$ cat src/design/dcache_pkg.sv
`default_nettype none

package dcache_pkg;

    localparam int ADDR_W = 32;
    localparam int WORD_W = 32;
    localparam int LINE_W = 128;
    localparam int LINE_BYTES = LINE_W / 8;
    localparam int OFFSET_W = 4;
    localparam int INDEX_W = 8;
    localparam int TAG_W = ADDR_W - INDEX_W - OFFSET_W;
    localparam int NSET = 1 << INDEX_W;
    localparam int NWAY = 2;
    localparam int MEM_CREDITS = 2;
    localparam logic [15:0] LFSR_SEED = 16'hace1;

    typedef struct packed {
        logic [TAG_W-1:0]    tag;
        logic [INDEX_W-1:0]  index;
        logic [OFFSET_W-1:0] offset;
    } addr_fields_t;

    // same word seen raw or split by the address layout
    typedef union packed {
        logic [ADDR_W-1:0] raw;
        addr_fields_t      f;
    } dcache_addr_u;

    // strb of zero is a load
    typedef struct packed {
        logic              valid;
        dcache_addr_u      addr;
        logic [3:0]        strb;
        logic [WORD_W-1:0] wdata;
    } cpu_req_t;

    typedef struct packed {
        logic              valid;
        logic [WORD_W-1:0] rdata;
    } cpu_rsp_t;

    typedef struct packed {
        logic             dirty;
        logic             valid;
        logic [TAG_W-1:0] tag;
    } tag_entry_t;

    typedef struct packed {
        logic              valid;
        logic              we;
        logic [ADDR_W-1:0] addr;
        logic [LINE_W-1:0] data;
    } mem_req_t;

    typedef struct packed {
        logic              valid;
        logic [LINE_W-1:0] data;
    } mem_rsp_t;

endpackage

`default_nettype wire
$ cat src/design/dcache_req_buffer.sv
`timescale 1ns/1ps
`default_nettype none

module dcache_req_buffer (
    input  logic                 clk,
    input  logic                 rst,
    input  dcache_pkg::cpu_req_t cpu_req_i,
    input  logic                 rsp_done_i,
    output dcache_pkg::cpu_req_t req_o,
    output logic                 cpu_credit_o,
    input  logic                 init_done_i
);

    logic init_done_q;

    always_ff @(posedge clk) begin
        if (rst) begin
            req_o.valid <= 1'b0;
            init_done_q <= 1'b0;
        end else begin
            init_done_q <= init_done_i;
            // a new request can only arrive after the previous response
            if (cpu_req_i.valid) begin
                req_o.valid <= 1'b1;
            end else if (rsp_done_i) begin
                req_o.valid <= 1'b0;
            end
        end
        if (cpu_req_i.valid) begin
            req_o.addr  <= cpu_req_i.addr;
            req_o.strb  <= cpu_req_i.strb;
            req_o.wdata <= cpu_req_i.wdata;
        end
    end

    // first credit once the valid sweep is over, then one per response
    assign cpu_credit_o = (init_done_i & ~init_done_q) | rsp_done_i;

endmodule

`default_nettype wire

$ cat config.mk
export PLATFORM = sky130hd
export DESIGN_NAME = dcache_req_buffer
export DESIGN_NICKNAME = d
export VERILOG_FILES = /design/src/design/dcache_pkg.sv /design/src/design/dcache_req_buffer.sv
export SDC_FILE = /design/constraint.sdc
export NUM_CORES = 1
export LEC_CHECK = 0
export ABC_AREA = 0
export BUFFER_PORTS_ARGS = -buffer_cell sky130_fd_sc_hd__buf_4
export CAP_MARGIN = 10
export CORE_AREA = 10 10 104 106
export DETAILED_ROUTE_END_ITERATION = 10
export DIE_AREA = 0 0 114 116
export PLACE_DENSITY = 0.62
export RECOVER_POWER = 50
export SLEW_MARGIN = 15
export SYNTH_ARGS = -nofsm -noshare
export SYNTH_HDL_FRONTEND = slang
export SYNTH_SLANG_ARGS = --single-unit
$ cat constraint.sdc
create_clock -name clk -period 0.8 [get_ports clk]
set_input_delay 0.12 -clock clk [delete_from_list [all_inputs] [get_ports clk]]
set_output_delay 0.12 -clock clk [all_outputs]
set_load 0.05 [all_outputs]
## Yosys cells after proc, flatten, opt, wreduce, memory -nomap -nowiden

Index checks and enable logic that the tools add are counted.

| storage, ports and cells | value |
|---|---|
| flip-flop bits (word level) | 70 |
| input bits | 73 |
| output and inout port bits | 70 |

| cells by class | value |
|---|---|
| muxes and demuxes | 2 |
| bitwise gates (word level) | 3 |
| reductions and logical operators | 1 |

Operators by type and width:

| cell | number |
|---|---|
| $mux W1 | 2 |
| $reduce_bool A2 Y1 | 1 |
| $and A1 B1 Y1 | 1 |
| $not A1 Y1 | 1 |
| $or A1 B1 Y1 | 1 |

## Logic depth before layout (Yosys ltp)

| depth | value |
|---|---|
| depth in word-level cells | 3 |
| mapped depth | 2 |
| depth with buffers taken out | 2 |

## Least setup slack after synthesis

No wires, ideal clock.

| timing | value |
|---|---|
| path kind | reg-to-reg |
| start | reg, netlist name req_o[68] |
| end | reg req_o[68] (netlist bit) |
| arrival | 0.863 ns |
| slack | -0.129 ns |
| cell stages (with the launch flop) | 3 |
| path buffers | 0 |
| cells stage by stage | dfxtp_1 -> nand2b_1 -> a21oi_2 |

RTL lines:

| item | RTL line | text |
|---|---|---|
| end: declaration | dcache_req_buffer.sv:9 | `output dcache_pkg::cpu_req_t req_o,` |

## Worst setup path after layout

| timing | value |
|---|---|
| start | reg init_done_q |
| end | out cpu_credit_o |

| on the way | value |
|---|---|
| longest elaborated chain between the ends | 3 |

Ends and longest elaborated chain:

| item | RTL line | text |
|---|---|---|
| start: declaration | dcache_req_buffer.sv:14 | `logic init_done_q;` |
| start signal: assignment | dcache_req_buffer.sv:21 | `init_done_q <= init_done_i;` |
| $not A1 Y1 | dcache_req_buffer.sv:37 | `assign cpu_credit_o = (init_done_i & ~init_done_q) \| rsp_done_i;` |
| $and A1 B1 Y1 | dcache_req_buffer.sv:37 |  |
| $or A1 B1 Y1 | dcache_req_buffer.sv:37 |  |
| end: declaration | dcache_req_buffer.sv:10 | `output logic cpu_credit_o,` |

No other way between the ends.

==> metrics.yaml <==
grt_pass1_wl_mm: 10.7
setup_viol: 70
path_cells: "inv_1, a21o_2, buf_8"
met2_length_mm: 3.68
htree_levels: 3
wl_met1_mm: 2.30
dp_hpwl_mm: 4.96
ios: 143
area_growth_pct: 113
top_layer_used: "met4"
syn_nets: 149
dr.pass1.iters: 3
grt_util_all_layers_pct: 10.4
critPathTopFamily: "flip-flops"
failed_checks: "negative setup slack"
finalCritPeriodShare_pct: 142
grt_pass1_vias: 1948
outcome: "complete, but fails checks"
synth_seq_cells: 70
max-vdd-ir-drop_mv: 0.912
grt-ovfl-total: 0
setup_ws_ns: -0.339
cts_setup_buffers: 0
synthTopCellsByCount: "68 x edfxtp_1, 2 x dfxtp_1, 2 x inv_1"
fp-row-count: 34
maxCapViolations: 0
fin_cells: 415
drive_above_1_share_pct: 52.5
synth-main-ff-cell: "edfxtp_1"
cts_buffers: 9
gp_congestion: 0.640
cp_max_fo: 1
crit_slowest_cell: "dfxtp_1"
ant_nets: 0
power_density_nw_per_um2: 2190
crit_buf_inv: 2
fin_worst_skew_ns: 0
yosys_warnings: 0
arrival_ns: 1.02
wl_met3_microns: 743
ys_seq_area_share_pct: 98.2
netlist_instances: 76
die-area_sq_um: 13200
start_util_pct: 24.4
synthDistinctLibCells: 7
ys_async_sr_fraction_pct: 0
cts_tree: "built"
fmax_mhz: 878
syn_avg_cell_area_sq_um: 27.9
worstMarginPinSlew_ns: 0.519
nets: 373
required_ns: 0.68
maxSlewViolCount: 0
fin_crit_ns: 1.14
critical-path-max-stage-delay_ns: 0.31
syn_area_sq_um: 2120
chipHeight_microns: 116
cts.clk_slew.worst_paths_ns: 0.08
numPortBuffers: 142
worstSetupPathType: "reg2out"
synthMostInstantiatedCell: "edfxtp_1"
cts_sinks: 70
route.detailed.wl_per_inst_microns: 16.5
routed_via_density: 3.89
start_kind: "flip-flop"
post-route-drc-count: 0
hold_class: "in2reg"
die_x_microns: 114
vias: 1613
yosysTopAreaCell: "edfxtp_1"
dp.cells: 328
endpoint_kind: "primary output"
wl_mm: 6.85
post-place-ws_ns: -0.0231
cts_buffer_depth: 2
synth_area_leaders: "edfxtp_1 96%, dfxtp_1 1.9%, a21o_2 0.41%"
drtIter0Drc: 29
clk_latency_ns: 0.34
cts_root_buf: "clkbuf_8"
synth-edff-count: 68
design.core.area_sq_um: 8680
synth_top_area_share_pct: 96.3
antenna_found_initial: 2
p_leak_nw: 1.87
grt_max_degree: 39
hold_violations: 0
relSlewSlack_pct: 65.4
rsz0062_at_grt: "yes"
[path summary, 6_finish.rpt]
check	from	end	slack, ns	depth (start not counted)
worst min-delay path	init_done_i	init_done_q	0.02	2
worst max-delay path	init_done_q	cpu_credit_o	-0.34	3
worst min register to register	req_o[68]	req_o[68]	0.51	2
worst max register to register	req_o[68]	req_o[68]	0.19	2
[registers in the layout, indices dropped and copies added, names as in the netlist]
signal / count
req_o: 69
init_done_q: 1
[through the flow]
stage / util, % / total power [mW] / setup TNS (ns) / hold slack, ns / cell area [sq um]
final: 52.0 / 9.88 / -14.96 / 0.0162 / 4520
after global routing: 52.0 / 10.3 / -18.39 / 0.00147 / 4520
after CTS: 52.4 / 10.1 / -16.90 / -0.00579 / 4540
after detailed placement: 38.7 / 6.37 / -0.0231 / 0.282 / 3360
after global placement: 38.7 / 6.34 / -0.0128 / 0.279 / 3360
after floorplan: - / 5.52 / 0 / 0.175 / 2120
[area by class of cell]
class / count / area, sq um
fillers: 718 / 4160
clock inverters: 7 / 96.3
diodes: 2 / 5.00
inverters: 2 / 7.51
clock buffers: 9 / 124
flip-flops and latches: 70 / 2080
multi-input cells: 4 / 30.0
repair buffers: 213 / 2030
well taps: 108 / 135
[cell families after synthesis]
group | Yosys count | synth area share [%]
buffers and inverters | 2 | 0.354
AOI/OAI and AO/OA | 2 | 0.827
and+or+nand+nor | 2 | 0.591
DFF | 70 | 98.2
[per-layer routing]
layer	global-route usage (%)	vias up
met2	18.3	83
met5	0	-
met1	9.93	766
met3	5.63	13
met4	4.43	0
li1	-	751
[worst register-to-register path, stage by stage, from the launching register on]
cell	delay [ns]
dfxtp_2	0.35
nand2b_1	0.07
a21oi_2	0.12
[power breakdown]
part	leakage (nW)	switching (mW)	internal (mW)	total, mW
Combinational	1.08	1.30	0.964	2.27
Clock	0.104	1.37	1.77	3.13
Sequential	0.682	0.134	4.35	4.48
[what timing repair did]
action / 4_1_cts / 5_1_grt
gates resized for setup: 72 / 0
setup endpoints to repair: 70 / 70
hold endpoints to repair: 70 / 0
pin swaps: 1 / 0
hold buffers: 69 / 0
[placed cells by master (no fill, tap or decap)]
cell            n
buf_4          70
dlygate4sd3_1  69
buf_6          68
edfxtp_1       68
clkbuf_8        9
diode_2         2
inv_1           2
bufinv_16       2
inv_6           2
clkinvlp_4      2
clkbuf_1        2
buf_8           2
clkbuf_4        2
nand2b_1        1
a21oi_2         1
nor2b_1         1
a21o_2          1
clkinv_1        1
dfxtp_1         1
dfxtp_2         1
Power figures use the tool's default switching activity.
