<file path="src/design/dcache_pkg.sv">
`default_nettype none

package dcache_pkg;

    localparam int ADDR_W = 32;
    localparam int WORD_W = 32;
    localparam int LINE_W = 128;
    localparam int LINE_BYTES = LINE_W / 8;
    localparam int OFFSET_W = 4;
    localparam int INDEX_W = 8;
    localparam int TAG_W = ADDR_W - INDEX_W - OFFSET_W;
    localparam int NSET = 1 << INDEX_W;
    localparam int NWAY = 2;
    localparam int MEM_CREDITS = 2;
    localparam logic [15:0] LFSR_SEED = 16'hace1;

    typedef struct packed {
        logic [TAG_W-1:0]    tag;
        logic [INDEX_W-1:0]  index;
        logic [OFFSET_W-1:0] offset;
    } addr_fields_t;

    // same word seen raw or split by the address layout
    typedef union packed {
        logic [ADDR_W-1:0] raw;
        addr_fields_t      f;
    } dcache_addr_u;

    // strb of zero is a load
    typedef struct packed {
        logic              valid;
        dcache_addr_u      addr;
        logic [3:0]        strb;
        logic [WORD_W-1:0] wdata;
    } cpu_req_t;

    typedef struct packed {
        logic              valid;
        logic [WORD_W-1:0] rdata;
    } cpu_rsp_t;

    typedef struct packed {
        logic             dirty;
        logic             valid;
        logic [TAG_W-1:0] tag;
    } tag_entry_t;

    typedef struct packed {
        logic              valid;
        logic              we;
        logic [ADDR_W-1:0] addr;
        logic [LINE_W-1:0] data;
    } mem_req_t;

    typedef struct packed {
        logic              valid;
        logic [LINE_W-1:0] data;
    } mem_rsp_t;

endpackage

`default_nettype wire
</file>
<file path="src/design/dcache_ctrl.sv">
`timescale 1ns/1ps
`default_nettype none

module dcache_ctrl (
    input  logic                                                    clk,
    input  logic                                                    rst,
    input  dcache_pkg::cpu_req_t                                    req_i,
    input  dcache_pkg::tag_entry_t [dcache_pkg::NWAY-1:0]           tag_rdata_i,
    input  logic [dcache_pkg::NWAY-1:0][dcache_pkg::LINE_W-1:0]     line_rdata_i,
    output logic [dcache_pkg::INDEX_W-1:0]                          index_o,
    output logic [dcache_pkg::NWAY-1:0]                             tag_we_o,
    output dcache_pkg::tag_entry_t                                  tag_wdata_o,
    output logic [dcache_pkg::NWAY-1:0][dcache_pkg::LINE_BYTES-1:0] line_be_o,
    output logic [dcache_pkg::LINE_W-1:0]                           line_wdata_o,
    output dcache_pkg::mem_req_t                                    mem_req_o,
    input  logic                                                    mem_accept_i,
    input  dcache_pkg::mem_rsp_t                                    refill_i,
    output dcache_pkg::cpu_rsp_t                                    rsp_o
);

    typedef enum logic [2:0] {
        S_IDLE,
        S_LOOKUP,
        S_WRITEBACK,
        S_REFILL_REQ,
        S_REFILL_WAIT
    } state_t;

    state_t                            state;
    state_t                            state_next;
    logic [dcache_pkg::NWAY-1:0]       way_hit;
    logic                              hit;
    logic                              hit_way;
    logic                              is_store;
    logic [1:0]                        word_sel;
    logic [15:0]                       lfsr;
    logic                              victim_q;
    logic [dcache_pkg::WORD_W-1:0]     hit_word;
    logic [dcache_pkg::WORD_W-1:0]     refill_word;
    logic [dcache_pkg::LINE_W-1:0]     refill_line;
    logic [dcache_pkg::LINE_BYTES-1:0] store_be;

    function automatic logic [dcache_pkg::WORD_W-1:0] merge_word(
        input logic [dcache_pkg::WORD_W-1:0] old_word,
        input logic [dcache_pkg::WORD_W-1:0] wdata,
        input logic [3:0]                    strb
    );
        logic [dcache_pkg::WORD_W-1:0] res;
        res = old_word;
        for (int b = 0; b < 4; b++) begin
            if (strb[b]) begin
                res[b*8 +: 8] = wdata[b*8 +: 8];
            end
        end
        return res;
    endfunction

    // index stays on the held request, so array reads are stable for the whole miss
    assign index_o  = req_i.addr.f.index;
    assign is_store = |req_i.strb;
    assign word_sel = req_i.addr.f.offset[3:2];
    assign store_be = {{(dcache_pkg::LINE_BYTES - 4){1'b0}}, req_i.strb} << {word_sel, 2'b00};

    always_comb begin
        for (int w = 0; w < dcache_pkg::NWAY; w++) begin
            way_hit[w] = tag_rdata_i[w].valid && (tag_rdata_i[w].tag == req_i.addr.f.tag);
        end
    end

    assign hit      = |way_hit;
    assign hit_way  = way_hit[1];
    assign hit_word = line_rdata_i[hit_way][word_sel*dcache_pkg::WORD_W +: dcache_pkg::WORD_W];

    // write-allocate merge leaves the refill word untouched for a load
    assign refill_word = refill_i.data[word_sel*dcache_pkg::WORD_W +: dcache_pkg::WORD_W];
    always_comb begin
        refill_line = refill_i.data;
        refill_line[word_sel*dcache_pkg::WORD_W +: dcache_pkg::WORD_W] =
            merge_word(refill_word, req_i.wdata, req_i.strb);
    end

    always_ff @(posedge clk) begin
        if (rst) begin
            state <= S_IDLE;
            lfsr  <= dcache_pkg::LFSR_SEED;
        end else begin
            state <= state_next;
            // taps 16,14,13,11
            lfsr  <= {lfsr[14:0], lfsr[15] ^ lfsr[13] ^ lfsr[12] ^ lfsr[10]};
        end
        if (state == S_LOOKUP) begin
            victim_q <= lfsr[0];
        end
    end

    always_comb begin
        state_next   = state;
        tag_we_o     = '0;
        tag_wdata_o  = '0;
        line_be_o    = '0;
        line_wdata_o = refill_line;
        mem_req_o    = '0;
        rsp_o        = '0;
        case (state)
            S_IDLE: begin
                if (req_i.valid) begin
                    state_next = S_LOOKUP;
                end
            end
            S_LOOKUP: begin
                if (hit) begin
                    rsp_o.valid = 1'b1;
                    state_next  = S_IDLE;
                    if (is_store) begin
                        tag_we_o[hit_way]  = 1'b1;
                        tag_wdata_o        = '{dirty: 1'b1, valid: 1'b1, tag: req_i.addr.f.tag};
                        line_be_o[hit_way] = store_be;
                        line_wdata_o = {(dcache_pkg::LINE_W / dcache_pkg::WORD_W){req_i.wdata}};
                    end else begin
                        rsp_o.rdata = hit_word;
                    end
                end else if (tag_rdata_i[lfsr[0]].valid && tag_rdata_i[lfsr[0]].dirty) begin
                    state_next = S_WRITEBACK;
                end else begin
                    state_next = S_REFILL_REQ;
                end
            end
            S_WRITEBACK: begin
                mem_req_o.valid = 1'b1;
                mem_req_o.we    = 1'b1;
                mem_req_o.addr  = {tag_rdata_i[victim_q].tag, req_i.addr.f.index,
                                   {dcache_pkg::OFFSET_W{1'b0}}};
                mem_req_o.data  = line_rdata_i[victim_q];
                if (mem_accept_i) begin
                    state_next = S_REFILL_REQ;
                end
            end
            S_REFILL_REQ: begin
                mem_req_o.valid = 1'b1;
                mem_req_o.addr  = {req_i.addr.f.tag, req_i.addr.f.index,
                                   {dcache_pkg::OFFSET_W{1'b0}}};
                if (mem_accept_i) begin
                    state_next = S_REFILL_WAIT;
                end
            end
            S_REFILL_WAIT: begin
                if (refill_i.valid) begin
                    tag_we_o[victim_q]  = 1'b1;
                    tag_wdata_o = '{dirty: is_store, valid: 1'b1, tag: req_i.addr.f.tag};
                    line_be_o[victim_q] = '1;
                    rsp_o.valid = 1'b1;
                    rsp_o.rdata = is_store ? '0 : refill_word;
                    state_next  = S_IDLE;
                end
            end
            default: begin
                state_next = S_IDLE;
            end
        endcase
    end

endmodule

`default_nettype wire

</file>
<file path="config.mk">
export PLATFORM = sky130hd
export DESIGN_NAME = dcache_ctrl
export DESIGN_NICKNAME = d
export VERILOG_FILES = /design/src/design/dcache_pkg.sv /design/src/design/dcache_ctrl.sv
export SDC_FILE = /design/constraint.sdc
export NUM_CORES = 1
export LEC_CHECK = 0
export BUFFER_PORTS_ARGS = -buffer_cell sky130_fd_sc_hd__buf_2
export CAP_MARGIN = 20
export CELL_PAD_IN_SITES_DETAIL_PLACEMENT = 1
export CELL_PAD_IN_SITES_GLOBAL_PLACEMENT = 1
export CORE_AREA = 8 8 340 342
export DETAILED_ROUTE_END_ITERATION = 7
export DIE_AREA = 0 0 348 350
export PLACE_DENSITY_LB_ADDON = 0.1
export SLEW_MARGIN = 20
export SYNTH_ARGS = -nofsm -noshare
export SYNTH_HDL_FRONTEND = slang
export SYNTH_SLANG_ARGS = --single-unit
</file>
<file path="constraint.sdc">
create_clock -name clk -period 4.7 [get_ports clk]
set_clock_uncertainty 0.05 [all_clocks]
set_input_delay 0.94 -clock clk [delete_from_list [all_inputs] [get_ports clk]]
set_output_delay 0.94 -clock clk [all_outputs]
set_load 0.02 [all_outputs]
</file>
# [After elaboration in Yosys (flattened, before gate mapping)]
# Cells that the tools add are included.
[totals] regBits=20 input_bits=501 output_inout_bits=387 elab_cells=90
[op_classes] n_addsub=1 n_lt_le_gt_ge=5 n_eq_ne=10 shifts=5 muxes=52 n_bitwise=4 n_reduce_logical=10
[ops] op="$mux 128" n=8
[ops] op="$shiftx 128x8->32" n=2
[ops] op="$mux 32" n=5
[ops] op="$bwmux 128" n=1
[ops] op="$pmux 32 s2" n=2
[ops] op="$shift 32x34->128 const A" n=1
[ops] op="$shiftx 32x34->128" n=1
[ops] op="$mux 22" n=5
[ops] op="$mux 33" n=2
[ops] op="$pmux 33 s2" n=1
[ops] op="$pmux 22 s2" n=1
[ops] op="$eq 20x20->1" n=2
[ops] op="$mux 20" n=2
[ops] op="$neg 7->34" n=1
[ops] op="$and 32x32->32" n=1
[ops] op="$demux 16 s1" n=2
[ops] op="$mux 16" n=2
[ops] op="$mux 8" n=4
[ops] op="$shl 4x4->16" n=1
[ops] op="$pmux 3 s5" n=1
[ops] op="$mux 3" n=4
[ops] op="$mux 2" n=4
[ops] op="$ne 2x2->1 const B" n=4
[ops] op="$eq 3x2->1 const B" n=2
[ops] op="other kinds (13)" n=28

# [Logic depth before layout (Yosys ltp)]
[logic_depth] ltp_word=10 depth_mapped=11 ltp_nobuf=7

# [Worst setup path before layout]
# OpenSTA, ideal clock, no wires.
[synth_path] path_type="input-to-output" start="input port req_i[39] in the netlist's numbering" end="output port line_wdata_o[93] in the netlist's numbering" arrival_ps=3485 t_required_ps=3710 path_slack_ps=225 cell_stages=11 n_path_buf=4 cell_sequence="buf_1 clkinv_1 clkbuf_1 ha_1 inv_1 or4_1 clkbuf_1 clkbuf_1 nor2_1 a21oi_1 a21oi_1"
[synth_via] elab_chain_cells=7 elab_cells_between_ends=12 cone_classes="add/sub: 1; shift: 3; mux: 8"
[synth_rtl] element="from (decl)" line_no="dcache_ctrl.sv:7" source="input dcache_pkg::cpu_req_t req_i,"
[synth_rtl] element="$shiftx 128x8->32" line_no="dcache_ctrl.sv:75" source="assign refill_word = refill_i.data[word_sel*dcache_pkg::WORD_W +: dcache_pkg::WORD_W];"
[synth_rtl] element="$mux 8" line_no="dcache_ctrl.sv:51" source="if (strb[b]) begin"
[synth_rtl] element="$shiftx 32x34->128" line_no="dcache_ctrl.sv:78" source="refill_line[word_sel*dcache_pkg::WORD_W +: dcache_pkg::WORD_W] ="
[synth_rtl] element="$bwmux 128 (*)" line_no="dcache_ctrl.sv:78"
[synth_rtl] element="$mux 128" line_no="dcache_ctrl.sv:114" source="if (is_store) begin"
[synth_rtl] element="$mux 128" line_no="dcache_ctrl.sv:111" source="if (hit) begin"
[synth_rtl] element="$mux 128 (*)" line_no="dcache_ctrl.sv:104" source="case (state)"
[synth_rtl] element="to (decl)" line_no="dcache_ctrl.sv:14" source="output logic [dcache_pkg::LINE_W-1:0] line_wdata_o,"
# Every way passes the cells marked *; elsewhere a longest branch is shown, timed or not.

==> results.sh <==
export IMPL_status="finished, final reports clean"
export IMPL_fillers=13500
export IMPL_drtAntennaViolNets=0
export IMPL_leakagePower_nw=8.49
export IMPL_muxShareOfSynthArea_pct=37.7
export IMPL_swShare_pct=54.8
export IMPL_antenna_found_initial=34
export IMPL_num_nets_final=2813
export IMPL_syn_area_sq_mm=0.0100
export IMPL_gp_congestion=0.849
export IMPL_layout_drive_gt1_share_pct=50.3
export IMPL_dp_hpwl_um=87800
export IMPL_drtIter0Drc=535
export IMPL_cp_start_kind="input port"
export IMPL_cts_buffer_depth=2
export IMPL_critPathBufInv=5
export IMPL_critPathMostFrequentCell="buf_2"
export IMPL_htree_levels=1
export IMPL_combPwrFrac_pct=82.3
export IMPL_clock_latency_ns=0.26
export IMPL_cap_violations=0
export IMPL_tightest_slew_ns=0.929
export IMPL_ys_seq_area_share_pct=4.11
export IMPL_fin_total_pwr_mw=2.42
export IMPL_dp_cells=3777
export IMPL_synth_top_family_by_area="multiplexers"
export IMPL_crit_family="simple AND/OR/NAND/NOR gates"
export IMPL_crit_path_max_fanout=11
export IMPL_die_area_sq_mm=0.122
export IMPL_crit_slowest_cell="mux4_2"
export IMPL_finalCritPeriodShare_pct=99.1
export IMPL_setup_violations=0
export IMPL_routed_wirelength_um=103000
export IMPL_clkSinkCount=20
export IMPL_rsz0062_at_grt="true"
export IMPL_fmax_mhz=215
export IMPL_via_per_inst=3.92
export IMPL_grt_pass1_vias=16600
export IMPL_cp_data_arrival_time_ns=3.67
export IMPL_synth_cell_types=55
export IMPL_grt_max_degree=78
export IMPL_required_ns=3.71
export IMPL_synth_xor_area_share_pct=3.85
export IMPL_cts_tree="yes"
export IMPL_drc=0
export IMPL_whs_ns=0.358
export IMPL_end_kind="output pin"
export IMPL_hold_path_class="register to register"
export IMPL_io_pins=888
export IMPL_dieWidth_um=348
export IMPL_finalNonFillerCells=3809
export IMPL_overflow=0
export IMPL_initial_core_util_pct=9.08
export IMPL_relSlewSlack_pct=38.0
export IMPL_vias=14900
export IMPL_core_area_sq_mm=0.110
export IMPL_cts_buffers=3
export IMPL_ir_drop_uv=99.6
export IMPL_power_density_mw_per_mm2=141
export IMPL_syn2layout_area_growth_pct=72.0
export IMPL_synth_area_leaders="mux2i_1, a21oi_1, mux4_2"
export IMPL_die_h_um=350
export IMPL_worstPathCellList="buf_2 -> xnor2_1 -> nand4_1 -> or4_4 -> nor2_8 -> buf_12 -> clkbuf_16 -> buf_16 -> mux4_2 -> nor2_1 -> o21ai_1 -> buf_2"
export IMPL_internal_power_mw=1.10
export IMPL_rows=122
export IMPL_period_needed_ns=4.66
export IMPL_synth_top_area_share_pct=19.2
export IMPL_pwr_share_clk_pct=9.7
export IMPL_grt_pass1_wl_um=138000
export IMPL_ys_seq_elements=20
export IMPL_yosys_area_share_simple_pct=23.2
export IMPL_synth_top_area_cell="mux2i_1"
export IMPL_finalSetupTns_ns=0
export IMPL_wl_per_cell_um=27.1
export IMPL_p_seq_share_pct=8.1
export IMPL_postCtsHoldBufs=0
export IMPL_ys_warn_count=0
export IMPL_clk_pin_slew_ns=0.06
export IMPL_dr_pass1_iters=5
export IMPL_synth_compound_area_share_pct=22.5
export IMPL_slew_viol_final=0
export IMPL_synth_avg_cell_area_sq_um=6.89
export IMPL_grt_usage_pct=15.7
export IMPL_hold_viol=0
export IMPL_switchingPower_mw=1.33
export IMPL_port_buffers=881
export IMPL_crit_path_max_incr_delay_ns=0.51
export IMPL_synth_fa_ha_area_share_pct=0.626
export IMPL_cts_root_buf="clkbuf_16"
export IMPL_synth_cells=1452
export IMPL_worstSetupPathType="input port to output pin"
-- final timing paths --
check / cells past startpoint / slack [ns] / startpoint / endpoint
max: 12 / 0.04 / req_i[59] / rsp_o[28]
max reg2reg: 6 / 3.00 / state[1] / state[0]
min reg2reg: 1 / 0.36 / lfsr[9] / lfsr[10]
min: 1 / 0.36 / lfsr[9] / lfsr[10]
-- power groups by stage --
stage               Clock (mW)  Combinational [mW]  Sequential [mW]
floorplan                    0                1.05            0.195
global placement             0                2.00            0.199
detailed placement           0                2.01            0.199
CTS                      0.242                2.02            0.195
global route             0.246                2.15            0.197
finish                   0.234                1.99            0.195
-- cells by family (layout without fill, tap and decap cells) --
| family | Yosys count | after routing |
|---|---|---|
| AOI/OAI and AO/OA | 393 | 393 |
| xor gates and xnor gates | 44 | 44 |
| adders and majority gates | 5 | 5 |
| buffers and inverters | 160 | 1011 |
| DFF | 20 | 20 |
| muxes | 292 | 292 |
| other | 1 | 19 |
| and+or+nand+nor | 537 | 537 |
-- cell usage in the layout (no fill, tap or decap), types with 4 or more instances in the layout --
cell type,n
a221o_1,6
mux4_2,64
mux2_2,23
nand2_1,57
a211oi_1,16
conb_1,4
a21oi_1,296
dfxtp_1,19
and2_1,8
mux2_1,11
nor2b_1,44
o21ai_1,5
clkbuf_16,5
xnor2_2,4
nand2b_1,4
xor2_1,17
o31ai_2,6
o41ai_2,8
buf_6,12
o22ai_2,6
or2_2,7
nand4_1,7
inv_1,7
diode_2,15
buf_12,15
o22ai_1,11
buf_2,858
nor2_1,353
nor4_1,6
o31ai_1,12
nand3_1,12
xnor2_1,19
mux2i_1,192
buf_4,102
xnor2_4,4
ha_1,5
nor2_2,13
o21ai_0,18
-- synth_stat cells, drive strengths merged --
master / instances
mux2i: 192
nor4b: 3
nor3: 2
xor2: 17
nor4: 7
nand3: 14
nand2b: 5
xnor2: 27
o21ai: 24
or2: 7
and2: 8
mux2: 36
and3: 1
o41ai: 8
a21oi: 296
and4: 2
o22a: 1
ha: 5
o311ai: 1
or4: 5
buf: 45
edfxtp: 1
conb: 1
or3b: 1
nand2: 59
a221o: 6
clkbuf: 103
a31oi: 1
a32oi: 1
nand3b: 1
a211oi: 16
clkinv: 2
o211ai: 2
nor2: 370
mux4: 64
o31ai: 18
nand4b: 1
o22ai: 19
inv: 10
nand4: 7
nor2b: 44
dfxtp: 19
-- cell type report --
| class | count | area (sq um) | area share (%) |
|---|---|---|---|
| Multi-Input combinational cell | 1275 | 9080 | 52.8 |
| Timing Repair Buffer | 995 | 5650 | 32.9 |
| Tap cell | 1488 | 1860 | 10.8 |
| Sequential cell | 20 | 410 | 2.39 |
| Clock buffer | 3 | 75.1 | 0.437 |
| Inverter | 12 | 45.0 | 0.262 |
| Antenna cell | 15 | 37.5 | 0.218 |
| Clock inverter | 1 | 30.0 | 0.175 |
-- routing by layer --
| metal | vias to the layer above | track usage [%] | wire length (um) |
|---|---|---|---|
| met2 | 558 | 29.0 | 52700 |
| met4 | 22 | 1.33 | 777 |
| li1 | 6948 | - | - |
| met5 | - | 0 | 145 |
| met3 | 60 | 3.93 | 6960 |
| met1 | 7356 | 19.0 | 42800 |
-- per-stage QoR --
step | util [%] | instance area, sq um | setup WS (ns)
detailed placement | 15.0 | 16500 | -0.425
global route | 15.6 | 17200 | -0.0338
CTS | 15.3 | 16800 | -0.0898
global placement | 15.0 | 16500 | -0.875
finish | 15.6 | 17200 | 0.0419
floorplan | - | 10000 | 0.225
-- flip-flops by register name, summed over array words and instances (netlist names) --
register	count
lfsr	16
state	3
victim_q	1
-- timing repair --
action	CTS	global route
gates resized for setup	18	74
setup endpoints to repair	22	84
pin swaps	3	10
setup buffers	5	9
gates cloned	1	2
(Power assumes the default switching activity.)
