## config.mk

```make
export PLATFORM = sky130hd
export DESIGN_NAME = dcache_mem_port
export DESIGN_NICKNAME = d
export VERILOG_FILES = /design/src/design/dcache_pkg.sv /design/src/design/dcache_mem_port.sv
export SDC_FILE = /design/constraint.sdc
export NUM_CORES = 1
export LEC_CHECK = 0
export BUFFER_PORTS_ARGS = -buffer_cell sky130_fd_sc_hd__buf_2
export CORE_AREA = 2 2 230 232
export DETAILED_ROUTE_END_ITERATION = 12
export DIE_AREA = 0 0 232 234
export PLACE_DENSITY = 0.37
export SKIP_LAST_GASP = 1
export SYNTH_ARGS = -nofsm -noshare
export SYNTH_HDL_FRONTEND = slang
export SYNTH_SLANG_ARGS = --single-unit
```

## constraint.sdc

```tcl
create_clock -name clk -period 4.6 [get_ports clk]
set_clock_uncertainty 0.15 [all_clocks]
set_input_delay 1.38 -clock clk [delete_from_list [all_inputs] [get_ports clk]]
set_output_delay 1.38 -clock clk [all_outputs]
set_load 0.01 [all_outputs]
```

## src/design/dcache_pkg.sv

```systemverilog
`default_nettype none

package dcache_pkg;

    localparam int ADDR_W = 32;
    localparam int WORD_W = 32;
    localparam int LINE_W = 128;
    localparam int LINE_BYTES = LINE_W / 8;
    localparam int OFFSET_W = 4;
    localparam int INDEX_W = 8;
    localparam int TAG_W = ADDR_W - INDEX_W - OFFSET_W;
    localparam int NSET = 1 << INDEX_W;
    localparam int NWAY = 2;
    localparam int MEM_CREDITS = 2;
    localparam logic [15:0] LFSR_SEED = 16'hace1;

    typedef struct packed {
        logic [TAG_W-1:0]    tag;
        logic [INDEX_W-1:0]  index;
        logic [OFFSET_W-1:0] offset;
    } addr_fields_t;

    // same word seen raw or split by the address layout
    typedef union packed {
        logic [ADDR_W-1:0] raw;
        addr_fields_t      f;
    } dcache_addr_u;

    // strb of zero is a load
    typedef struct packed {
        logic              valid;
        dcache_addr_u      addr;
        logic [3:0]        strb;
        logic [WORD_W-1:0] wdata;
    } cpu_req_t;

    typedef struct packed {
        logic              valid;
        logic [WORD_W-1:0] rdata;
    } cpu_rsp_t;

    typedef struct packed {
        logic             dirty;
        logic             valid;
        logic [TAG_W-1:0] tag;
    } tag_entry_t;

    typedef struct packed {
        logic              valid;
        logic              we;
        logic [ADDR_W-1:0] addr;
        logic [LINE_W-1:0] data;
    } mem_req_t;

    typedef struct packed {
        logic              valid;
        logic [LINE_W-1:0] data;
    } mem_rsp_t;

endpackage

`default_nettype wire
```

## src/design/dcache_mem_port.sv

```systemverilog
`timescale 1ns/1ps
`default_nettype none

module dcache_mem_port (
    input  logic                 clk,
    input  logic                 rst,
    input  dcache_pkg::mem_req_t req_i,
    output logic                 accept_o,
    output dcache_pkg::mem_req_t mem_req_o,
    input  logic                 mem_credit_i,
    input  dcache_pkg::mem_rsp_t mem_rsp_i,
    output dcache_pkg::mem_rsp_t refill_o
);

    typedef logic [$clog2(dcache_pkg::MEM_CREDITS + 1)-1:0] credit_cnt_t;

    credit_cnt_t credits;
    logic        send;

    // request passes through in the cycle a credit is there
    assign send     = req_i.valid && (credits != '0);
    assign accept_o = send;

    always_comb begin
        mem_req_o       = req_i;
        mem_req_o.valid = send;
    end

    always_ff @(posedge clk) begin
        if (rst) begin
            credits <= credit_cnt_t'(dcache_pkg::MEM_CREDITS);
        end else begin
            case ({mem_credit_i, send})
                2'b10: credits <= credits + 1'b1;
                2'b01: credits <= credits - 1'b1;
                default: credits <= credits;
            endcase
        end
    end

    // ctrl sees the registered refill one cycle after mem_rsp_i
    always_ff @(posedge clk) begin
        if (rst) begin
            refill_o.valid <= 1'b0;
        end else begin
            refill_o.valid <= mem_rsp_i.valid;
        end
        if (mem_rsp_i.valid) begin
            refill_o.data <= mem_rsp_i.data;
        end
    end

endmodule

`default_nettype wire

```

== Yosys cells after proc, flatten, opt, wreduce, memory -nomap -nowiden ==
Index checks and enable logic that the tools add are counted.

* Register bits after elaboration: 131
* Bits of input ports: 294
* Output and inout port bits: 292
* Word-level logic and storage cells: 11

* Add/sub/neg operators: 2
* Equality and inequality tests: 2
* Mux-type cells: 1
* Reductions and logical operators: 3

{| class="wikitable"
|+ Operators by type and width
! operator !! number
|-
| 2-bit one-hot mux with 2 select lines || 1
|-
| 2-bit nonzero test || 2
|-
| 2-bit by 1-bit adder with 2-bit output (second input constant) || 1
|-
| 2-bit by 1-bit == test with 1-bit output (second input constant) || 1
|-
| 2-bit == test (second input constant) || 1
|-
| 2-bit by 1-bit subtractor with 2-bit output (second input constant) || 1
|-
| 1-bit logical AND || 1
|}

== Depth between registers and ports, before layout ==
Gate-level depths: netlist of the first run.

* Depth in word-level cells: 4
* Mapped depth: 5
* Gate-level depth less buffers: 5

== Least setup slack after synthesis of the first run ==
No wires, ideal clock.

* Path type: input port to output port
* From: input req_i[161] (netlist name)
* To: output mem_req_o[161] (netlist name)
* Data arrival time: 1.704 ns
* Path slack: 1.366 ns
* Stages on the path: 2
* Path buffers: 1
* Cell sequence: o21a_1 -> buf_4

{| class="wikitable"
|+ RTL lines
! what !! RTL line !! RTL
|-
| start, declared || dcache_mem_port.sv:7 || <nowiki>input dcache_pkg::mem_req_t req_i,</nowiki>
|-
| end, declared || dcache_mem_port.sv:9 || <nowiki>output dcache_pkg::mem_req_t mem_req_o,</nowiki>
|}

== Worst setup path after layout of the first run ==
* From: input req_i[161] (netlist name)
* To: output accept_o

* Cells in the longest elaborated chain, start to end: 1

{| class="wikitable"
|+ Ends and longest elaborated chain
! what !! RTL line !! RTL
|-
| 1-bit logical AND || dcache_mem_port.sv:21 || <nowiki>assign send = req_i.valid && (credits != '0);</nowiki>
|-
| end, declared || dcache_mem_port.sv:8 || <nowiki>output logic accept_o,</nowiki>
|}

Every way passes these cells.

==> report_table.html, run 1 <==
<table>
<tr><th>Metric</th><th>Value</th></tr>
<tr><th colspan="2">STA</th></tr>
<tr><td>Least-Margin Pin Slew</td><td>550 ps</td></tr>
<tr><td>Fmax achieved</td><td>305 MHz</td></tr>
<tr><td>Worst hold slack</td><td>417 ps</td></tr>
<tr><td>Unrepaired setup endpoints after global routing</td><td>no</td></tr>
<tr><td>Final Hold Viols</td><td>0</td></tr>
<tr><td>Final period demand of the worst path</td><td>3280 ps</td></tr>
<tr><td>Final setup violation count</td><td>0</td></tr>
<tr><td>Worst max-slew margin expressed relative to the limit</td><td>0.633</td></tr>
<tr><td>Summed negative setup slack over all endpoints</td><td>0 ps</td></tr>
<tr><td>Period Utilization, post-route</td><td>0.713</td></tr>
<tr><td>Pins Over Slew Limit</td><td>0</td></tr>
<tr><th colspan="2">Global route</th></tr>
<tr><td>Number of global-route vias before repair</td><td>2692</td></tr>
<tr><td>GRT overflow</td><td>0</td></tr>
<tr><td>First-pass GRT wire length</td><td>20500 um</td></tr>
<tr><td>Number of antenna violations at the first check in global routing</td><td>5</td></tr>
<tr><td>Largest net degree at the start of global routing</td><td>95</td></tr>
<tr><td>Total routing usage reported by global routing</td><td>0.0559</td></tr>
<tr><th colspan="2">Setup path</th></tr>
<tr><td>Cell count of the worst reg-to-reg path</td><td>4</td></tr>
<tr><td>Setup crit end kind</td><td>output pin</td></tr>
<tr><td>WP data arrival</td><td>1750 ps</td></tr>
<tr><td>Type of origin of the critical path</td><td>input pin</td></tr>
<tr><td>Critical-path maximum fanout</td><td>3</td></tr>
<tr><td>Required arrival time at the worst endpoint</td><td>3070 ps</td></tr>
<tr><td>Startpoint-to-endpoint class of the critical path</td><td>input pin to output pin</td></tr>
<tr><th colspan="2">Cells and area</th></tr>
<tr><td>Fraction of final layout cells sized beyond drive strength 1</td><td>0.675</td></tr>
<tr><td>Final cell utilization of the core</td><td>0.131</td></tr>
<tr><td>Antenna diode count</td><td>0</td></tr>
<tr><td>Layout Area Growth over Synthesis</td><td>30.9%</td></tr>
<tr><td>Post-Layout Inst Area</td><td>6790 um^2</td></tr>
<tr><td>NumNets Final</td><td>719</td></tr>
<tr><td>Filler cells</td><td>5858</td></tr>
<tr><th colspan="2">Clock network</th></tr>
<tr><td>Number of buffers inserted by post-CTS setup repair</td><td>0</td></tr>
<tr><td>Count of hold buffers inserted by post-cts repair</td><td>0</td></tr>
<tr><td>Number of buffers added by the clock tree synthesis step</td><td>17</td></tr>
<tr><td>Clock root cell</td><td>sky130_fd_sc_hd__clkbuf_16</td></tr>
<tr><td>CTS tree</td><td>yes</td></tr>
<tr><td>Reg clk slew, reported paths</td><td>70 ps</td></tr>
<tr><td>Clock latency at the later pin of the worst-skew pair</td><td>420 ps</td></tr>
<tr><td>Total clock sinks</td><td>131</td></tr>
<tr><td>Number of buffers between clock root and the deepest sink</td><td>2</td></tr>
<tr><td>Level count of the clock H-tree</td><td>4</td></tr>
<tr><td># resized after CTS</td><td>0</td></tr>
<tr><th colspan="2">Drt</th></tr>
<tr><td>Number of vias per cell after detailed routing</td><td>2.49</td></tr>
<tr><td>Detail-routed net length per standard cell</td><td>14.8 um</td></tr>
<tr><td>Total number of vias</td><td>2802</td></tr>
<tr><td>Topmost layer with routed signal wires</td><td>met5</td></tr>
<tr><td>Sum of met3 wire segment lengths after detailed routing</td><td>2480 um</td></tr>
<tr><td>Iter 0 DRT Violations</td><td>98</td></tr>
<tr><td>Number of DRC violations after detailed routing</td><td>0</td></tr>
<tr><td>Final wirelength</td><td>16600 um</td></tr>
<tr><td>Residual antenna-violating net count after detailed routing</td><td>0</td></tr>
<tr><td>Routed length on met2</td><td>8130 um</td></tr>
<tr><td>First drt pass iteration count</td><td>4</td></tr>
<tr><td>Wire length on met1</td><td>5110 um</td></tr>
<tr><th colspan="2">Min path</th></tr>
<tr><td>Path type of the worst min-delay path</td><td>register to register</td></tr>
<tr><td>Hold Path Depth</td><td>2</td></tr>
<tr><th colspan="2">Run</th></tr>
<tr><td>Max-cap violations</td><td>0</td></tr>
<tr><th colspan="2">Power and ir drop</th></tr>
<tr><td>Post-layout power</td><td>3.12 mW</td></tr>
<tr><td>Lkg Pwr</td><td>2.65 nW</td></tr>
<tr><td>Power per cell area</td><td>460 nW/um^2</td></tr>
<tr><td>Largest vdd supply drop</td><td>0.195 mV</td></tr>
<tr><th colspan="2">Floorplanning</th></tr>
<tr><td>Chip width</td><td>232 um</td></tr>
<tr><td>Core outline area</td><td>52000 um^2</td></tr>
<tr><td>I/O pin count</td><td>586</td></tr>
<tr><td>Initial Utilization</td><td>0.0998</td></tr>
<tr><td>Row Count</td><td>84</td></tr>
<tr><td>Vertical die dimension</td><td>234 um</td></tr>
<tr><td>Overall die area</td><td>54300 um^2</td></tr>
<tr><th colspan="2">Placed design</th></tr>
<tr><td>DP Area</td><td>6170 um^2</td></tr>
<tr><td>Global placement routability congestion</td><td>0.714</td></tr>
<tr><td>Final HPWL DP</td><td>13600 um</td></tr>
<tr><td>Count of port buffers added during placement</td><td>263</td></tr>
<tr><th colspan="2">Synthesis</th></tr>
<tr><td>Cell type with the highest aggregate area in the netlist</td><td>sky130_fd_sc_hd__edfxtp_1</td></tr>
<tr><td>Number of warning messages in the yosys log</td><td>0</td></tr>
<tr><td>Post-synthesis instance area</td><td>5190 um^2</td></tr>
<tr><td>Count of cell types in the netlist</td><td>13</td></tr>
<tr><td>Synthesized instance count</td><td>303</td></tr>
<tr><td>Synthesized flop and latch total</td><td>131</td></tr>
<tr><td>Seq/Total Area, Yosys</td><td>0.752</td></tr>
<tr><td>Ranking of synthesized cells by area</td><td>sky130_fd_sc_hd__edfxtp_1 74%, sky130_fd_sc_hd__buf_4 23%, sky130_fd_sc_hd__dfxtp_1 1.2%</td></tr>
<tr><td>Synth Net Count</td><td>598</td></tr>
<tr><td>Average instance area after synthesis</td><td>17.1 um^2</td></tr>
<tr><td>Fraction of post-synthesis cell area in the top cell type by area</td><td>0.741</td></tr>
<tr><th colspan="2">Outcome</th></tr>
<tr><td>Status</td><td>complete, no violations</td></tr>
</table>
## path summary, 6_finish.rpt
path              start          to  slack, ps
min          credits[0]  credits[0]        420
min reg2reg  credits[0]  credits[0]        420
max reg2reg  credits[0]  credits[1]       2960
max          req_i[161]    accept_o       1320
## Yosys cell counts, drive strengths merged
library cell	instances
or3b	1
nor2	1
nor2b	1
ha	1
inv	1
edfxtp	128
xor2	1
buf	162
o21ai	1
nor3	1
xnor2	1
dfxtp	3
o21a	1
## area by class of cell
type / count / area, um^2 / area share
sequential: 131 / 3900 / 0.575
timing repair buffer: 264 / 1340 / 0.197
tap: 688 / 861 / 0.127
clock buffer: 17 / 425 / 0.0626
clock inverter: 15 / 194 / 0.0286
multi-input combinational: 9 / 66.3 / 0.00976
inverter: 1 / 3.75 / 0.000553
## routing by layer
layer  GRT usage  vias up
li1            -     1134
met1      0.0480     1260
met2      0.0946      324
met3      0.0343       82
met4      0.0419        2
met5           0        -
## registers in the layout (all words and copies together), names as in the netlist
signal,count
refill_o,129
credits,2
## cell usage in the layout (no fill, tap or decap)
| cell | n |
|---|---|
| sky130_fd_sc_hd__buf_12 | 1 |
| sky130_fd_sc_hd__nor2_1 | 1 |
| sky130_fd_sc_hd__clkinvlp_4 | 1 |
| sky130_fd_sc_hd__inv_8 | 2 |
| sky130_fd_sc_hd__dfxtp_1 | 3 |
| sky130_fd_sc_hd__nor3_1 | 1 |
| sky130_fd_sc_hd__ha_1 | 1 |
| sky130_fd_sc_hd__bufinv_16 | 3 |
| sky130_fd_sc_hd__clkbuf_16 | 17 |
| sky130_fd_sc_hd__xnor2_1 | 1 |
| sky130_fd_sc_hd__o21ai_1 | 1 |
| sky130_fd_sc_hd__clkinv_1 | 1 |
| sky130_fd_sc_hd__inv_6 | 4 |
| sky130_fd_sc_hd__inv_1 | 1 |
| sky130_fd_sc_hd__nor2b_1 | 1 |
| sky130_fd_sc_hd__buf_2 | 262 |
| sky130_fd_sc_hd__o21a_1 | 1 |
| sky130_fd_sc_hd__clkinv_4 | 4 |
| sky130_fd_sc_hd__edfxtp_1 | 128 |
| sky130_fd_sc_hd__buf_4 | 1 |
| sky130_fd_sc_hd__or3b_1 | 1 |
| sky130_fd_sc_hd__xor2_1 | 1 |
## power breakdown
| part | switching (mW) | internal [mW] | total [mW] |
|---|---|---|---|
| clock | 0.565 | 0.868 | 1.43 |
| sequential | 0.0276 | 1.42 | 1.44 |
| combinational | 0.137 | 0.108 | 0.246 |
| total | 0.730 | 2.39 | 3.12 |
## per-stage QoR
stage | setup slack, ps | std cells
4_1_cts | 1320 | 1125
3_3_place_gp | 1330 | 1093
5_1_grt | 1280 | 1125
3_5_place_dp | 1320 | 1093
2_1_floorplan | 1370 | 303
6_report | 1320 | 1125
## worst max-delay path, cell delays in order
cell and delay, ps:
sky130_fd_sc_hd__buf_2 80, sky130_fd_sc_hd__o21a_1 150, sky130_fd_sc_hd__buf_2 140
## cells by family after synthesis
family / Yosys count / share of synthesized area
buffers and inverters: 163 / 0.235
flip-flops: 131 / 0.752
adder cells (fa/ha/maj): 1 / 0.00241
AND/OR/NAND/NOR: 4 / 0.00458
AO/OA/AOI/OAI: 2 / 0.00241
XOR/XNOR: 2 / 0.00338
Power figures use the tool's default switching activity.
==> run 2: changes to the inputs <==
- CORE_AREA: 2 2 230 232 -> 2 2 227 229
- DIE_AREA: 0 0 232 234 -> 0 0 229 231
- clock period: 4.6 -> 3.2 ns (I/O delays scaled with it)
==> run 2 against run 1 <==
- flip-flop and latch count stayed put
- combinational power is 46% higher
- cell area hardly changed
- critical endpoint unchanged
- largest power group unchanged
- highest routed layer is now met4
==> report_table.html, run 2 (synthesized netlist as in run 1, its figures left out) <==
<table>
<tr><th>Metric</th><th>Value</th></tr>
<tr><th colspan="2">Drt</th></tr>
<tr><td>Total number of vias</td><td>2874</td></tr>
<tr><td>Iter 0 DRT Violations</td><td>123</td></tr>
<tr><td>Residual antenna-violating net count after detailed routing</td><td>0</td></tr>
<tr><td>Number of DRC violations after detailed routing</td><td>0</td></tr>
<tr><td>Detail-routed net length per standard cell</td><td>18.0 um</td></tr>
<tr><td>Final wirelength</td><td>20100 um</td></tr>
<tr><td>First drt pass iteration count</td><td>4</td></tr>
<tr><td>Number of vias per cell after detailed routing</td><td>2.57</td></tr>
<tr><th colspan="2">Setup path</th></tr>
<tr><td>Critical-path maximum fanout</td><td>3</td></tr>
<tr><td>Critical Path Max Stage Delay</td><td>160 ps</td></tr>
<tr><td>Startpoint-to-endpoint class of the critical path</td><td>input pin to output pin</td></tr>
<tr><td>Setup slack on the worst flop-to-flop path</td><td>1560 ps</td></tr>
<tr><td>CP Launch Point</td><td>req_i[161]</td></tr>
<tr><td>WP data arrival</td><td>1350 ps</td></tr>
<tr><td>Most frequent cell on the critical path</td><td>sky130_fd_sc_hd__buf_2</td></tr>
<tr><td>Slowest library cell on the worst path</td><td>sky130_fd_sc_hd__o21a_1</td></tr>
<tr><td>Setup crit end kind</td><td>output pin</td></tr>
<tr><td>Type of origin of the critical path</td><td>input pin</td></tr>
<tr><td>Cell breakdown of the critical path</td><td>buf_2 -&gt; o21a_1 -&gt; buf_2</td></tr>
<tr><td>Required arrival time at the worst endpoint</td><td>2090 ps</td></tr>
<tr><td>Launch point of the worst reg-to-reg path</td><td>credits[0]</td></tr>
<tr><th colspan="2">Cells and area</th></tr>
<tr><td>Antenna diode count</td><td>0</td></tr>
<tr><td>Non-filler cells, final</td><td>1120</td></tr>
<tr><td>Layout Area Growth over Synthesis</td><td>30.9%</td></tr>
<tr><td>Area of all sequential standard cells</td><td>3900 um^2</td></tr>
<tr><td>Register with the most flip-flops</td><td>refill_o</td></tr>
<tr><td>Most used cells in the layout excluding fill and tap cells</td><td>262 x sky130_fd_sc_hd__buf_2, 128 x sky130_fd_sc_hd__edfxtp_1, 17 x sky130_fd_sc_hd__clkbuf_16, 6 x sky130_fd_sc_hd__inv_6, 6 x sky130_fd_sc_hd__clkinv_8</td></tr>
<tr><td>Largest registers ranked by flip-flop count</td><td>refill_o: 129 flops, credits: 2 flops</td></tr>
<tr><td>Filler cells</td><td>5728</td></tr>
<tr><td>Number of flip-flops under the largest register name</td><td>129</td></tr>
<tr><td>Fraction of final layout cells sized beyond drive strength 1</td><td>0.680</td></tr>
<tr><td>Most frequent standard cell in the layout excluding fill and tap cells</td><td>sky130_fd_sc_hd__buf_2</td></tr>
<tr><td>Area of combinational cells with multiple inputs</td><td>66.3 um^2</td></tr>
<tr><td>Post-Layout Inst Area</td><td>6800 um^2</td></tr>
<tr><td>NumNets Final</td><td>722</td></tr>
<tr><th colspan="2">Global route</th></tr>
<tr><td>Total routing usage reported by global routing</td><td>0.0750</td></tr>
<tr><td>Number of antenna violations at the first check in global routing</td><td>3</td></tr>
<tr><td>Largest net degree at the start of global routing</td><td>49</td></tr>
<tr><td>Number of global-route vias before repair</td><td>2921</td></tr>
<tr><td>First-pass GRT wire length</td><td>25700 um</td></tr>
<tr><td>GRT overflow</td><td>0</td></tr>
<tr><th colspan="2">Clock network</th></tr>
<tr><td>Count of hold buffers inserted by post-cts repair</td><td>0</td></tr>
<tr><td>Number of buffers added by the clock tree synthesis step</td><td>17</td></tr>
<tr><td>Clock root cell</td><td>sky130_fd_sc_hd__clkbuf_16</td></tr>
<tr><td>Number of buffers between clock root and the deepest sink</td><td>2</td></tr>
<tr><td>Clock latency at the later pin of the worst-skew pair</td><td>460 ps</td></tr>
<tr><td># resized after CTS</td><td>0</td></tr>
<tr><td>Level count of the clock H-tree</td><td>4</td></tr>
<tr><td>Reg clk slew, reported paths</td><td>80 ps</td></tr>
<tr><td>CTS tree</td><td>yes</td></tr>
<tr><td>Total clock sinks</td><td>131</td></tr>
<tr><td>Number of buffers inserted by post-CTS setup repair</td><td>0</td></tr>
<tr><th colspan="2">STA</th></tr>
<tr><td>Unrepaired setup endpoints after global routing</td><td>no</td></tr>
<tr><td>Final Hold Viols</td><td>0</td></tr>
<tr><td>Worst path setup slack after routing</td><td>739 ps</td></tr>
<tr><td>Summed negative setup slack over all endpoints</td><td>0 ps</td></tr>
<tr><td>Final setup violation count</td><td>0</td></tr>
<tr><td>Final period demand of the worst path</td><td>2460 ps</td></tr>
<tr><td>Pins Over Slew Limit</td><td>0</td></tr>
<tr><td>Least-Margin Pin Slew</td><td>312 ps</td></tr>
<tr><td>Worst max-slew margin expressed relative to the limit</td><td>0.792</td></tr>
<tr><td>Fmax achieved</td><td>406 MHz</td></tr>
<tr><td>Period Utilization, post-route</td><td>0.769</td></tr>
<tr><th colspan="2">Outcome</th></tr>
<tr><td>Status</td><td>complete, no violations</td></tr>
<tr><th colspan="2">Floorplanning</th></tr>
<tr><td>Chip width</td><td>229 um</td></tr>
<tr><td>I/O pin count</td><td>586</td></tr>
<tr><td>Core outline area</td><td>50700 um^2</td></tr>
<tr><td>Vertical die dimension</td><td>231 um</td></tr>
<tr><td>Overall die area</td><td>52900 um^2</td></tr>
<tr><td>Initial Utilization</td><td>0.102</td></tr>
<tr><td>Row Count</td><td>83</td></tr>
<tr><th colspan="2">Power and ir drop</th></tr>
<tr><td>Fraction of power consumed by sequential logic</td><td>0.469</td></tr>
<tr><td>Combinational Power Share</td><td>0.081</td></tr>
<tr><td>Proportion of power drawn by the clock network</td><td>0.450</td></tr>
<tr><td>NetSw</td><td>1.19 mW</td></tr>
<tr><td>Total internal power</td><td>3.24 mW</td></tr>
<tr><td>Switch share</td><td>0.268</td></tr>
<tr><td>Power per cell area</td><td>652 nW/um^2</td></tr>
<tr><td>Lkg Pwr</td><td>2.66 nW</td></tr>
<tr><td>Largest vdd supply drop</td><td>0.304 mV</td></tr>
<tr><th colspan="2">Min path</th></tr>
<tr><td>Path type of the worst min-delay path</td><td>register to register</td></tr>
<tr><td>Startpoint of the most critical hold path</td><td>credits[0]</td></tr>
<tr><th colspan="2">Run</th></tr>
<tr><td>Max-cap violations</td><td>0</td></tr>
<tr><th colspan="2">Placed design</th></tr>
<tr><td>Post-place setup slack</td><td>751 ps</td></tr>
<tr><td>Number of placed instances, taps included</td><td>1088</td></tr>
<tr><td>Final HPWL DP</td><td>16300 um</td></tr>
<tr><td>Count of port buffers added during placement</td><td>263</td></tr>
<tr><td>DP Area</td><td>6190 um^2</td></tr>
<tr><td>Global placement routability congestion</td><td>0.745</td></tr>
</table>
[run 2: through the flow]
stage	utilization	total power, mW	hold WS [ps]
finish	0.134	4.43	421
global route	0.134	4.66	460
CTS	0.134	4.59	419
detailed placement	0.122	2.49	406
global placement	0.122	2.49	409
floorplan	-	2.42	370
[run 2: path summary, 6_finish.rpt]
path,endpoint,depth (start not counted)
setup / recovery,accept_o,3
hold / removal,credits[0],2
setup reg to reg,credits[1],5
hold reg to reg,credits[0],2
[run 2: power by group through the flow]
stage / logic [mW] / registers [mW] / clock network, mW
after floorplan: 0.231 / 2.19 / 0
after global placement: 0.370 / 2.12 / 0
after detailed placement: 0.369 / 2.12 / 0
after CTS: 0.370 / 2.08 / 2.13
after global routing: 0.390 / 2.09 / 2.18
final: 0.359 / 2.08 / 1.99
[run 2: cell type report]
cell class                      instances  share of cell area
Inverter                                1            0.000552
Sequential cell                       131               0.574
Clock buffer                           17              0.0626
Tap cell                              680               0.125
Timing Repair Buffer                  267               0.201
Multi-Input combinational cell          9             0.00976
Clock inverter                         15              0.0265
[run 2: per-layer routing]
layer / track usage / share of wire
met1: 0.0524 / 0.26
met2: 0.119 / 0.48
met3: 0.0679 / 0.19
met4: 0.0700 / 0.064
met5: 0.00184 / 0
[run 2: critical path: cells and delay by family]
kind / cells / cell delay [ps]
AOI/OAI and AO/OA: 1 / 160
buffers and inverters: 2 / 230
==> run 3: changes to the inputs <==
- ABC_AREA: default -> 1
- CORE_AREA: 2 2 227 229 -> 2 2 231 233
- DIE_AREA: 0 0 229 231 -> 0 0 233 235
- PLACE_DENSITY: 0.37 -> 0.38
- clock period: 3.2 -> 2.1 ns (I/O delays scaled with it)
==> run 3 against run 2 <==
- area after synthesis up 0.48%
- synthesized cell count up 2.6%
- die area up 3.5%
- wire length down 7.3%
- combinational power up 50%
- worst setup slack worse by 520 ps
- sequential power up 52%
- register-to-register slack worse by 840 ps
- count of clock-buffer cells in the layout up 1
- final cell count up 1.5%
- cell area up 0.42%
- highest routed layer is now met5
==> report_table.html, run 3 <==
<table>
<tr><th>Metric</th><th>Value</th></tr>
<tr><th colspan="2">Drt</th></tr>
<tr><td>Total number of vias</td><td>2873</td></tr>
<tr><td>Final wirelength</td><td>18600 um</td></tr>
<tr><td>Iter 0 DRT Violations</td><td>123</td></tr>
<tr><td>Number of DRC violations after detailed routing</td><td>0</td></tr>
<tr><td>Number of vias per cell after detailed routing</td><td>2.53</td></tr>
<tr><td>First drt pass iteration count</td><td>4</td></tr>
<tr><td>Residual antenna-violating net count after detailed routing</td><td>0</td></tr>
<tr><td>Detail-routed net length per standard cell</td><td>16.4 um</td></tr>
<tr><th colspan="2">Power and ir drop</th></tr>
<tr><td>Lkg Pwr</td><td>2.69 nW</td></tr>
<tr><td>Power per cell area</td><td>973 nW/um^2</td></tr>
<tr><td>Largest vdd supply drop</td><td>0.433 mV</td></tr>
<tr><th colspan="2">Floorplanning</th></tr>
<tr><td>Core outline area</td><td>52200 um^2</td></tr>
<tr><td>Overall die area</td><td>54800 um^2</td></tr>
<tr><td>I/O pin count</td><td>586</td></tr>
<tr><td>Chip width</td><td>233 um</td></tr>
<tr><td>Initial Utilization</td><td>0.0998</td></tr>
<tr><td>Vertical die dimension</td><td>235 um</td></tr>
<tr><td>Row Count</td><td>84</td></tr>
<tr><th colspan="2">Cells and area</th></tr>
<tr><td>Largest registers ranked by flip-flop count</td><td>refill_o: 129 flops, credits: 2 flops</td></tr>
<tr><td>Area of all sequential standard cells</td><td>3900 um^2</td></tr>
<tr><td>Antenna diode count</td><td>0</td></tr>
<tr><td>Register with the most flip-flops</td><td>refill_o</td></tr>
<tr><td>Area of combinational cells with multiple inputs</td><td>68.8 um^2</td></tr>
<tr><td>Most used cells in the layout excluding fill and tap cells</td><td>262 x sky130_fd_sc_hd__buf_2, 128 x sky130_fd_sc_hd__edfxtp_1, 17 x sky130_fd_sc_hd__clkbuf_16, 6 x sky130_fd_sc_hd__inv_1, 5 x sky130_fd_sc_hd__clkinv_4</td></tr>
<tr><td>Fraction of final layout cells sized beyond drive strength 1</td><td>0.670</td></tr>
<tr><td>Final cell utilization of the core</td><td>0.131</td></tr>
<tr><td>Most frequent standard cell in the layout excluding fill and tap cells</td><td>sky130_fd_sc_hd__buf_2</td></tr>
<tr><td>Filler cells</td><td>5850</td></tr>
<tr><td>NumNets Final</td><td>731</td></tr>
<tr><td>Number of flip-flops under the largest register name</td><td>129</td></tr>
<tr><td>Layout Area Growth over Synthesis</td><td>30.9%</td></tr>
<tr><th colspan="2">Placed design</th></tr>
<tr><td>Post-place setup slack</td><td>324 ps</td></tr>
<tr><td>Final HPWL DP</td><td>15700 um</td></tr>
<tr><td>Count of port buffers added during placement</td><td>263</td></tr>
<tr><td>Global placement routability congestion</td><td>0.675</td></tr>
<tr><th colspan="2">Setup path</th></tr>
<tr><td>Required arrival time at the worst endpoint</td><td>1320 ps</td></tr>
<tr><td>Cell family with most CP delay</td><td>flip-flops</td></tr>
<tr><td>Worst path buffer plus inverter count</td><td>1</td></tr>
<tr><td>Startpoint-to-endpoint class of the critical path</td><td>register to output pin</td></tr>
<tr><td>Critical Path Max Stage Delay</td><td>320 ps</td></tr>
<tr><td>Setup crit end kind</td><td>output pin</td></tr>
<tr><td>CP Launch Point</td><td>credits[1]</td></tr>
<tr><td>Cell breakdown of the critical path</td><td>o21a_1 -&gt; buf_2</td></tr>
<tr><td>Slowest library cell on the worst path</td><td>sky130_fd_sc_hd__dfxtp_1</td></tr>
<tr><td>Critical-path maximum fanout</td><td>3</td></tr>
<tr><td>Type of origin of the critical path</td><td>register</td></tr>
<tr><td>WP data arrival</td><td>1100 ps</td></tr>
<tr><td>Launch point of the worst reg-to-reg path</td><td>credits[1]</td></tr>
<tr><th colspan="2">STA</th></tr>
<tr><td>Fmax achieved</td><td>531 MHz</td></tr>
<tr><td>Least-Margin Pin Slew</td><td>279 ps</td></tr>
<tr><td>Summed negative setup slack over all endpoints</td><td>0 ps</td></tr>
<tr><td>Pins Over Slew Limit</td><td>0</td></tr>
<tr><td>Final Hold Viols</td><td>0</td></tr>
<tr><td>Period Utilization, post-route</td><td>0.896</td></tr>
<tr><td>Worst path setup slack after routing</td><td>218 ps</td></tr>
<tr><td>Unrepaired setup endpoints after global routing</td><td>no</td></tr>
<tr><td>Final setup violation count</td><td>0</td></tr>
<tr><td>Final period demand of the worst path</td><td>1880 ps</td></tr>
<tr><td>Worst max-slew margin expressed relative to the limit</td><td>0.814</td></tr>
<tr><th colspan="2">Min path</th></tr>
<tr><td>Startpoint of the most critical hold path</td><td>mem_rsp_i[62]</td></tr>
<tr><td>Path type of the worst min-delay path</td><td>input pin to register</td></tr>
<tr><th colspan="2">Synthesis</th></tr>
<tr><td>Fraction of post-synthesis cell area in the top cell type by area</td><td>0.737</td></tr>
<tr><td>Ranking of synthesized cells by area</td><td>sky130_fd_sc_hd__edfxtp_1 74%, sky130_fd_sc_hd__buf_4 23%, sky130_fd_sc_hd__dfxtp_1 1.2%</td></tr>
<tr><td>Synth Net Count</td><td>606</td></tr>
<tr><td>Fraction of synthesis flops using an asynchronous set or reset pin</td><td>0</td></tr>
<tr><td>Number of enable flip-flop cells after synthesis</td><td>128</td></tr>
<tr><td>Average instance area after synthesis</td><td>16.8 um^2</td></tr>
<tr><td>Count of cell types in the netlist</td><td>15</td></tr>
<tr><td>Synthesized flop and latch total</td><td>131</td></tr>
<tr><td>Library cell with the highest instance count after synthesis</td><td>sky130_fd_sc_hd__buf_4</td></tr>
<tr><td>Cell type with the highest aggregate area in the netlist</td><td>sky130_fd_sc_hd__edfxtp_1</td></tr>
<tr><td>Number of warning messages in the yosys log</td><td>0</td></tr>
<tr><td>Seq/Total Area, Yosys</td><td>0.749</td></tr>
<tr><td>Post-synthesis instance area</td><td>5220 um^2</td></tr>
<tr><td>Leading register cell type out of synthesis</td><td>sky130_fd_sc_hd__edfxtp_1</td></tr>
<tr><td>Synthesized instance count</td><td>311</td></tr>
<tr><td>Most frequent cells after synthesis</td><td>162 x sky130_fd_sc_hd__buf_4, 128 x sky130_fd_sc_hd__edfxtp_1, 6 x sky130_fd_sc_hd__inv_1</td></tr>
<tr><th colspan="2">Clock network</th></tr>
<tr><td># resized after CTS</td><td>0</td></tr>
<tr><td>Number of buffers added by the clock tree synthesis step</td><td>17</td></tr>
<tr><td>Count of hold buffers inserted by post-cts repair</td><td>0</td></tr>
<tr><td>Reg clk slew, reported paths</td><td>60 ps</td></tr>
<tr><td>Level count of the clock H-tree</td><td>4</td></tr>
<tr><td>Number of buffers between clock root and the deepest sink</td><td>2</td></tr>
<tr><td>CTS tree</td><td>yes</td></tr>
<tr><td>Clock latency at the later pin of the worst-skew pair</td><td>420 ps</td></tr>
<tr><td>Total clock sinks</td><td>131</td></tr>
<tr><td>Number of buffers inserted by post-CTS setup repair</td><td>0</td></tr>
<tr><td>Clock root cell</td><td>sky130_fd_sc_hd__clkbuf_16</td></tr>
<tr><th colspan="2">Global route</th></tr>
<tr><td>First-pass GRT wire length</td><td>22900 um</td></tr>
<tr><td>Total routing usage reported by global routing</td><td>0.0629</td></tr>
<tr><td>Number of antenna violations at the first check in global routing</td><td>6</td></tr>
<tr><td>Number of global-route vias before repair</td><td>2888</td></tr>
<tr><td>GRT overflow</td><td>0</td></tr>
<tr><td>Largest net degree at the start of global routing</td><td>49</td></tr>
<tr><th colspan="2">Outcome</th></tr>
<tr><td>Status</td><td>complete, no violations</td></tr>
<tr><th colspan="2">Run</th></tr>
<tr><td>Max-cap violations</td><td>0</td></tr>
</table>
run 3: layout make-up:
type                    instances  share of cell area
clock buffers                  18              0.0629
clock inverters                14              0.0226
inverters                       7             0.00385
multi-input cells              11              0.0101
flip-flops and latches        131               0.572
well taps                     688               0.126
repair buffers                268               0.202
run 3: worst paths after layout:
check,endpoint,slack (ps),cells past startpoint
setup / recovery,mem_req_o[161],220,2
hold / removal,refill_o[62],220,1
setup reg to reg,credits[1],720,6
hold reg to reg,credits[1],340,2
run 3: logic make-up (layout without fill, tap and decap cells):
family | after synthesis | count (layout) | share of synthesized area
simple gates | 7 | 7 | 0.00744
buf+inv | 169 | 307 | 0.238
fa+ha+maj | 1 | 1 | 0.00240
compound gates | 3 | 3 | 0.00336
flops | 131 | 131 | 0.749
run 3: where the power goes:
group,switching [mW],internal (mW),leakage [nW]
clock,1.18,1.76,0.279
combinational,0.301,0.237,1.14
sequential,0.0625,3.10,1.28
run 3: stage by stage:
stage	hold slack, ps	power [mW]	cells	instance area (um^2)
CTS	189	6.77	1137	6820
global route	194	6.92	1137	6820
global placement	341	3.79	1105	6240
finish	225	6.64	1137	6820
floorplan	299	3.67	311	5220
detailed placement	331	3.78	1105	6240
run 3: layer usage:
metal | part of all wire | GRT usage
met1 | 0.23 | 0.0372
met2 | 0.56 | 0.127
met3 | 0.16 | 0.0417
met4 | 0.043 | 0.0382
met5 | 0.0032 | 0
